===== src/adc_pkg.sv =====
package adc_pkg;

	localparam int SAMPLE_BITS    = 12; // adc resolution
	localparam int PAIRS_PER_WORD = 6;  // p/n pairs per sample
	localparam int NUM_LANES      = 8;  // data lanes, frame lane extra

	typedef logic [SAMPLE_BITS-1:0] sample_t; // one adc word
	typedef logic [1:0]             pair_t;   // [1] = p (rise), [0] = n (fall)
	typedef logic [2:0]             phase_t;  // pair position in word
	typedef logic [3:0]             slip_cnt_t;

	// frame lane sends six ones then six zeros, msb first
	localparam sample_t FRAME_PATTERN = 12'b1111_1100_0000;

	typedef logic [31:0] wb_data_t;
	typedef logic [3:0]  wb_addr_t; // word address

	localparam wb_addr_t REG_CTRL        = 4'd0;
	localparam wb_addr_t REG_STATUS      = 4'd1;
	localparam wb_addr_t REG_FRAME       = 4'd2;
	localparam wb_addr_t REG_SAMPLE_BASE = 4'd4; // lane n at 4+n

	// ctrl fields
	localparam int CTRL_AUTO_BIT    = 0; // auto align enable, r/w
	localparam int CTRL_SLIP_BIT    = 1; // manual slip pulse, reads 0
	localparam int CTRL_RESTART_BIT = 2; // restart pulse, reads 0

	// status fields
	localparam int STAT_LOCKED_BIT = 0;
	localparam int STAT_FAIL_BIT   = 1;
	localparam int STAT_SLIP_LSB   = 8; // slip count in 11:8

	typedef enum logic [2:0] {
		ALIGN_IDLE,   // auto align off, manual slips only
		ALIGN_SEARCH, // compare frame words
		ALIGN_SLIP,   // one cycle slip pulse
		ALIGN_SETTLE, // let the new boundary flush through
		ALIGN_LOCKED,
		ALIGN_FAIL
	} align_state_t;

endpackage


===== src/adc_deser_top.sv =====
`timescale 1ns/10ps
module adc_deser_top import adc_pkg::*; #(
	parameter int LOCK_WORDS   = 4,
	parameter int SETTLE_WORDS = 2,
	parameter int MAX_SLIPS    = 12 // keep <= 15, 4 bit count
) (
	input  logic     adc_bit_clk,
	input  logic     rst,
	// serial link, one pair per lane per clock
	input  pair_t    lane_in [NUM_LANES],
	input  pair_t    frame_in,
	// wishbone
	input  logic     wb_cyc,
	input  logic     wb_stb,
	input  logic     wb_we,
	input  wb_addr_t wb_adr,
	input  wb_data_t wb_dat_i,
	output wb_data_t wb_dat_o,
	output logic     wb_ack,
	// parallel sample stream
	output sample_t  sample_data [NUM_LANES],
	output logic     sample_valid, // one cycle per word
	output logic     locked
);

	logic      word_strobe; // last pair of word this cycle
	logic      slip;
	sample_t   frame_word;  // captured frame lane
	logic      fail;
	slip_cnt_t slip_count;
	logic      auto_align;
	logic      manual_slip;
	logic      restart;

	frame_counter u_frame_counter (
		.adc_bit_clk (adc_bit_clk),
		.rst         (rst),
		.slip        (slip),
		.word_strobe (word_strobe),
		.word_valid  (sample_valid), // same pulse marks new samples
		.phase       ()
	);

	// data lanes 0..7, then the frame lane on the last pass
	for (genvar i = 0; i <= NUM_LANES; i++) begin : g_lane
		if (i < NUM_LANES) begin : g_data
			lane_deserializer u_lane (
				.adc_bit_clk (adc_bit_clk),
				.rst         (rst),
				.pair_in     (lane_in[i]),
				.word_strobe (word_strobe),
				.word        (sample_data[i])
			);
		end else begin : g_frame
			lane_deserializer u_lane (
				.adc_bit_clk (adc_bit_clk),
				.rst         (rst),
				.pair_in     (frame_in),
				.word_strobe (word_strobe),
				.word        (frame_word)
			);
		end
	end

	align_fsm #(
		.LOCK_WORDS   (LOCK_WORDS),
		.SETTLE_WORDS (SETTLE_WORDS),
		.MAX_SLIPS    (MAX_SLIPS)
	) u_align_fsm (
		.adc_bit_clk (adc_bit_clk),
		.rst         (rst),
		.frame_word  (frame_word),
		.word_valid  (sample_valid),
		.auto_align  (auto_align),
		.manual_slip (manual_slip),
		.restart     (restart),
		.slip        (slip),
		.locked      (locked),
		.fail        (fail),
		.slip_count  (slip_count)
	);

	wb_ctrl_regs u_wb_ctrl_regs (
		.adc_bit_clk (adc_bit_clk),
		.rst         (rst),
		.wb_cyc      (wb_cyc),
		.wb_stb      (wb_stb),
		.wb_we       (wb_we),
		.wb_adr      (wb_adr),
		.wb_dat_i    (wb_dat_i),
		.wb_dat_o    (wb_dat_o),
		.wb_ack      (wb_ack),
		.locked      (locked),
		.fail        (fail),
		.slip_count  (slip_count),
		.frame_word  (frame_word),
		.sample_data (sample_data),
		.auto_align  (auto_align),
		.manual_slip (manual_slip),
		.restart     (restart)
	);

endmodule


===== src/align_fsm.sv =====
`timescale 1ns/10ps
module align_fsm import adc_pkg::*; #(
	parameter int LOCK_WORDS   = 4,  // matches in a row for lock
	parameter int SETTLE_WORDS = 2,  // words ignored after a slip
	parameter int MAX_SLIPS    = 12  // at most 15
) (
	input  logic      adc_bit_clk,
	input  logic      rst,
	input  sample_t   frame_word,
	input  logic      word_valid,
	input  logic      auto_align,
	input  logic      manual_slip,
	input  logic      restart,
	output logic      slip,
	output logic      locked,
	output logic      fail,
	output slip_cnt_t slip_count
);

	localparam int MATCH_W  = $clog2(LOCK_WORDS + 1);
	localparam int SETTLE_W = $clog2(SETTLE_WORDS + 1);

	align_state_t        state;
	logic [MATCH_W-1:0]  match_cnt;  // consecutive pattern hits
	logic [SETTLE_W-1:0] settle_cnt; // words seen since slip
	logic                frame_ok;

	assign frame_ok = (frame_word == FRAME_PATTERN);

	always_ff @(posedge adc_bit_clk) begin
		if (rst) begin
			state      <= ALIGN_IDLE;
			match_cnt  <= '0;
			settle_cnt <= '0;
			slip_count <= '0;
		end else if (!auto_align) begin
			state      <= ALIGN_IDLE; // manual mode
			match_cnt  <= '0;
			settle_cnt <= '0;
			slip_count <= '0;
		end else if (restart) begin
			state      <= ALIGN_SEARCH; // start over, clears fail
			match_cnt  <= '0;
			settle_cnt <= '0;
			slip_count <= '0;
		end else begin
			case (state)
				ALIGN_IDLE: begin
					state <= ALIGN_SEARCH; // auto align just enabled
				end
				ALIGN_SEARCH: begin
					if (word_valid) begin
						if (frame_ok) begin
							if (match_cnt == MATCH_W'(LOCK_WORDS - 1)) begin
								state     <= ALIGN_LOCKED;
								match_cnt <= '0;
							end else begin
								match_cnt <= match_cnt + 1'b1;
							end
						end else begin
							match_cnt <= '0; // run broken
							if (slip_count == slip_cnt_t'(MAX_SLIPS)) begin
								state <= ALIGN_FAIL; // all slips used up
							end else begin
								state <= ALIGN_SLIP;
							end
						end
					end
				end
				ALIGN_SLIP: begin
					slip_count <= slip_count + 1'b1;
					settle_cnt <= '0;
					state      <= ALIGN_SETTLE;
				end
				ALIGN_SETTLE: begin
					// first words after a slip can be half old, half new
					if (word_valid) begin
						if (settle_cnt == SETTLE_W'(SETTLE_WORDS - 1)) begin
							state <= ALIGN_SEARCH;
						end else begin
							settle_cnt <= settle_cnt + 1'b1;
						end
					end
				end
				ALIGN_LOCKED: begin
					if (word_valid && !frame_ok) begin
						state <= ALIGN_SEARCH; // lost frame, search again
					end
				end
				ALIGN_FAIL: begin
					state <= ALIGN_FAIL; // wait for restart
				end
				default: begin
					state <= ALIGN_IDLE;
				end
			endcase
		end
	end

	// idle passes manual slip straight to the counter
	assign slip   = (state == ALIGN_IDLE) ? manual_slip : (state == ALIGN_SLIP);
	assign locked = (state == ALIGN_LOCKED);
	assign fail   = (state == ALIGN_FAIL);

endmodule


===== src/frame_counter.sv =====
`timescale 1ns/10ps
module frame_counter import adc_pkg::*; (
	input  logic   adc_bit_clk,
	input  logic   rst,
	input  logic   slip,        // hold phase one cycle
	output logic   word_strobe, // last pair of word on input
	output logic   word_valid,  // new word in lane registers
	output phase_t phase
);

	localparam phase_t LAST_PHASE = phase_t'(PAIRS_PER_WORD - 1);

	// comb so the lanes latch in the same cycle as the last pair
	assign word_strobe = (phase == LAST_PHASE);

	always_ff @(posedge adc_bit_clk) begin
		if (rst) begin
			phase      <= '0;
			word_valid <= 1'b0;
		end else begin
			word_valid <= word_strobe; // lines up with latched word
			if (!slip) begin
				if (word_strobe) begin
					phase <= '0; // wrap at word end
				end else begin
					phase <= phase + 1'b1;
				end
			end
			// on slip the phase is held, so the
			// boundary lands one pair later
		end
	end

endmodule


===== src/lane_deserializer.sv =====
`timescale 1ns/10ps
module lane_deserializer import adc_pkg::*; (
	input  logic    adc_bit_clk,
	input  logic    rst,
	input  pair_t   pair_in,     // p bit high, msb first
	input  logic    word_strobe, // pair_in is last of word
	output sample_t word
);

	localparam int HIST_BITS = SAMPLE_BITS - $bits(pair_t); // five earlier pairs

	logic [HIST_BITS-1:0] history;

	always_ff @(posedge adc_bit_clk) begin
		if (rst) begin
			history <= '0;
			word    <= '0;
		end else begin
			// oldest pair drifts toward the top
			history <= {history[HIST_BITS-$bits(pair_t)-1:0], pair_in};
			if (word_strobe) begin
				word <= {history, pair_in}; // earliest pair in 11:10
			end
		end
	end

endmodule


===== src/wb_ctrl_regs.sv =====
`timescale 1ns/10ps
module wb_ctrl_regs import adc_pkg::*; (
	input  logic      adc_bit_clk,
	input  logic      rst,
	// wishbone classic slave
	input  logic      wb_cyc,
	input  logic      wb_stb,
	input  logic      wb_we,
	input  wb_addr_t  wb_adr,
	input  wb_data_t  wb_dat_i,
	output wb_data_t  wb_dat_o,
	output logic      wb_ack,
	// alignment status
	input  logic      locked,
	input  logic      fail,
	input  slip_cnt_t slip_count,
	// captured words
	input  sample_t   frame_word,
	input  sample_t   sample_data [NUM_LANES],
	// control to align fsm
	output logic      auto_align,
	output logic      manual_slip, // one cycle pulse
	output logic      restart      // one cycle pulse
);

	localparam int LANE_W = $clog2(NUM_LANES);

	logic              access;     // new cycle, ack not yet given
	logic              sample_hit; // address in sample window
	logic [LANE_W-1:0] lane_sel;
	wb_data_t          rd_data;

	// ~wb_ack makes ack a single cycle even if stb stays high
	assign access = wb_cyc && wb_stb && !wb_ack;

	assign sample_hit = (wb_adr >= REG_SAMPLE_BASE) &&
		(wb_adr < REG_SAMPLE_BASE + NUM_LANES);
	assign lane_sel = LANE_W'(wb_adr - REG_SAMPLE_BASE);

	// read mux, unmapped reads as zero
	always_comb begin
		rd_data = '0;
		if (sample_hit) begin
			rd_data = wb_data_t'(sample_data[lane_sel]); // zero ext
		end else begin
			case (wb_adr)
				REG_CTRL: begin
					rd_data[CTRL_AUTO_BIT] = auto_align; // pulse bits read 0
				end
				REG_STATUS: begin
					rd_data[STAT_LOCKED_BIT] = locked;
					rd_data[STAT_FAIL_BIT]   = fail;
					rd_data[STAT_SLIP_LSB +: $bits(slip_cnt_t)] = slip_count;
				end
				REG_FRAME: begin
					rd_data = wb_data_t'(frame_word);
				end
				default: begin
					rd_data = '0;
				end
			endcase
		end
	end

	always_ff @(posedge adc_bit_clk) begin
		if (rst) begin
			wb_ack      <= 1'b0;
			auto_align  <= 1'b0;
			manual_slip <= 1'b0;
			restart     <= 1'b0;
		end else begin
			wb_ack      <= access;
			manual_slip <= 1'b0; // pulses clear by default
			restart     <= 1'b0;
			// write lands on the edge that raises ack
			if (access && wb_we && (wb_adr == REG_CTRL)) begin
				auto_align  <= wb_dat_i[CTRL_AUTO_BIT];
				manual_slip <= wb_dat_i[CTRL_SLIP_BIT];
				restart     <= wb_dat_i[CTRL_RESTART_BIT];
			end
			// other addresses are read only, writes dropped
		end
	end

	// read data valid alongside ack
	always_ff @(posedge adc_bit_clk) begin
		if (access && !wb_we) begin
			wb_dat_o <= rd_data;
		end
	end

endmodule

===== config.mk =====
export PLATFORM = sky130hd
export DESIGN_NAME = adc_deser_top
export DESIGN_NICKNAME = d
export VERILOG_FILES = /design/src/adc_pkg.sv /design/src/adc_deser_top.sv /design/src/align_fsm.sv /design/src/frame_counter.sv /design/src/lane_deserializer.sv /design/src/wb_ctrl_regs.sv
export SDC_FILE = /design/constraint.sdc
export NUM_CORES = 1
export LEC_CHECK = 0
export BUFFER_PORTS_ARGS = -buffer_cell sky130_fd_sc_hd__buf_4
export CORE_UTILIZATION = 27
export CTS_CLUSTER_SIZE = 16
export DETAILED_ROUTE_END_ITERATION = 10
export SYNTH_ARGS = -nofsm -noshare
export SYNTH_HDL_FRONTEND = slang
export SYNTH_HIERARCHICAL = 1
export SYNTH_SLANG_ARGS = --single-unit

===== constraint.sdc =====
create_clock -name adc_bit_clk -period 2.6 [get_ports adc_bit_clk]
set_input_delay 0 -clock adc_bit_clk [delete_from_list [all_inputs] [get_ports adc_bit_clk]]
set_output_delay 0 -clock adc_bit_clk [all_outputs]
set_load 0.01 [all_outputs]

==> results.ini <==
[run_status]
outcome=finished clean

[cells_and_area]
n_antenna_cell=0
drive_above_1_share=0.205
fin_nets=1029
syn_to_final_growth_pct=27.1
ff_latch_area_sq_mm=0.00472
final_cells=1419
multi_input_area_sq_mm=0.00370
final.fill_count=3175

[routing]
ant_nets=0
avgRoutedWirePerCell_um=15.9
drtIter0Drc=359
drt_pass1_iterations=5
vias=6129
avgViaCountPerCell=4.32
wl_um=22500
drc=0

[worst_setup_path]
crit_arrival_ns=2.68
critPathMaxFanout=3
rrSetupSlack_ns=0.39
rr_startpoint=u_wb_ctrl_regs/wb_ack
path_class=reg -> reg
reg2reg_depth=5
worst_ep_required_time_ns=3.06
crit_start=u_wb_ctrl_regs/wb_ack
startpoint_type=register
worst_setup_path_end_kind=register
rr_endpoint=u_wb_ctrl_regs/restart

[placed_design]
place.gp.congestion=0.818
pre_cts_ws_ns=0.639
io_buffers=140
placedCellCount=1345
post-dp-hpwl_um=15900

[worst_hold_path]
hold_class=in -> reg
holdPathEnd=u_wb_ctrl_regs/wb_dat_o[5]
hp-start=wb_adr[1]
hold_depth=4

[synthesis]
synth.most_common_cell=dfxtp_1
synth_enable_flop_cells=12
ys_top_cells_by_area=dfxtp_1, mux2i_1, nor2b_1
synth_commonest_cells=dfxtp_1, mux2i_1, nor2_1
synth_top_cell_by_area=dfxtp_1
synth-seq-cells=230
synth_warnings=6
synthArstFlopShare=0
syn_inst=809
synth_top_area_frac=0.495
ys_types=57
ys.flop_type=dfxtp_1
seq_area_frac_synth=0.536
syn_area_per_cell_sq_um=10.9
syn_area_sq_mm=0.00881

[floorplanning]
rows=65
fp.coreArea_sq_mm=0.0318
die_w_um=183
floorplan.initialDensity=0.277
dieArea_sq_mm=0.0334
die_h_um=183
ioPinCount=190

[clocking]
cts_resized=0
numClockSinks=230
cts_max_level=1
cts_hold_buf=28
postCtsSetupBuffers=0
clkTransAtPathRegs_ns=0.06
insertion_delay_ns=0.52
cts_buffers=25
clock-root-buffer=clkbuf_16
clockBufferDepth=3
cts_tree=built

[sta]
fin_ws_ns=0.386
rsz0062_at_grt=false
whs_ns=0.0980
period_minus_slack_ns=2.21
slew_headroom=0.457
finClkSkew_ns=0.00887
tightest_slew_ns=0.815
period_share=0.852
finalMaxSlewViolations=0
setup_viol=0
tns_ns=0
fmaxAchievable_mhz=452
finalHoldViolCount=0

[run]
max_cap_viol_count=0

[power]
irDropWorstVdd_mv=0.439
leakagePower_nw=4.30
cellPowerDensity_mw_per_mm2=655

[global_routing]
antenna_found_initial=0
grt_pass1_wl_um=34200
grt_usage=0.132
grt_pass1_vias=5735
grt_overflow_total=0
grt_max_degree=195

-- how the worst max path moves through the flow --
stage,to,slack [ns],depth (start not counted)
CTS,u_wb_ctrl_regs/restart,0.49,5
global placement,u_wb_ctrl_regs/wb_dat_o[2],0.66,4
finish,u_wb_ctrl_regs/restart,0.39,5
floorplan,g_lane[0].g_data.u_lane/word[0],0.54,5
global route,u_wb_ctrl_regs/restart,0.34,5
detailed placement,u_wb_ctrl_regs/wb_dat_o[3],0.64,6
-- placed cells by master (no fill, tap or decap), types with 4 or more instances in the layout --
| cell type | count |
|---|---|
| conb_1 | 20 |
| dlygate4sd3_1 | 28 |
| inv_1 | 10 |
| nand3_1 | 10 |
| mux4_2 | 11 |
| mux2i_1 | 136 |
| o22ai_1 | 4 |
| nand2b_1 | 11 |
| a22oi_1 | 9 |
| clkbuf_1 | 10 |
| nand2_1 | 30 |
| clkbuf_16 | 27 |
| nor2b_1 | 95 |
| o2111ai_1 | 4 |
| o21ai_0 | 8 |
| a21oi_1 | 8 |
| edfxtp_1 | 12 |
| ha_1 | 5 |
| buf_4 | 141 |
| nor2_1 | 121 |
| dfxtp_1 | 218 |
| a211oi_1 | 4 |
-- registers in the layout, summed over array words and instances (netlist names) --
signal	count
u_wb_ctrl_regs/auto_align	1
u_align_fsm/settle_cnt	2
u_align_fsm/slip_count	4
u_wb_ctrl_regs/wb_ack	1
g_lane.g_data.u_lane/word	96
u_wb_ctrl_regs/manual_slip	1
u_frame_counter/phase	3
g_lane.g_frame.u_lane/word	12
u_wb_ctrl_regs/restart	1
u_wb_ctrl_regs/wb_dat_o	12
u_align_fsm/state	3
u_align_fsm/match_cnt	3
g_lane.g_data.u_lane/history	80
g_lane.g_frame.u_lane/history	10
u_frame_counter/word_valid	1
-- stage by stage --
step	util	area [sq um]	total power, mW
floorplan	-	8890	3.94
global placement	0.319	10100	4.03
detailed placement	0.319	10100	4.03
CTS	0.352	11200	7.43
global route	0.352	11200	7.63
finish	0.352	11200	7.33
-- metal layers --
layer / vias up / part of all wire / track usage
li1: 3029 / - / -
met4: 0 / 0.016 / 0.0326
met1: 2902 / 0.46 / 0.178
met5: - / 0 / 0
met3: 29 / 0.071 / 0.0341
met2: 169 / 0.45 / 0.209
-- layout make-up --
class	count	area share
Clock buffer	39	0.0661
Clock inverter	7	0.00413
Inverter	10	0.00335
Multi-Input combinational cell	525	0.330
Sequential cell	230	0.422
Tap cell	435	0.0486
Timing Repair Buffer	173	0.126
-- logic make-up after synthesis --
group | synth area share
simple gates | 0.174
flops | 0.536
mux | 0.183
buf+inv | 0.0532
other cells | 0.000425
compound gates | 0.0426
xor+xnor | 0.00398
fa+ha+maj | 0.00710
-- power by group --
| group | total, mW | switching (mW) | internal (mW) |
|---|---|---|---|
| Sequential | 3.65 | 0.0325 | 3.61 |
| Combinational | 0.341 | 0.191 | 0.150 |
| Clock | 3.35 | 1.39 | 1.96 |
-- worst max-delay path: stages, from the launching register on --
cell and delay, ns:
dfxtp_1 0.32, nand3b_1 0.31, nor2_1 0.23, nor4b_1 0.53
and2_1 0.21, dlygate4sd3_1 0.56
No activity file was read; power rests on OpenSTA's default activity.
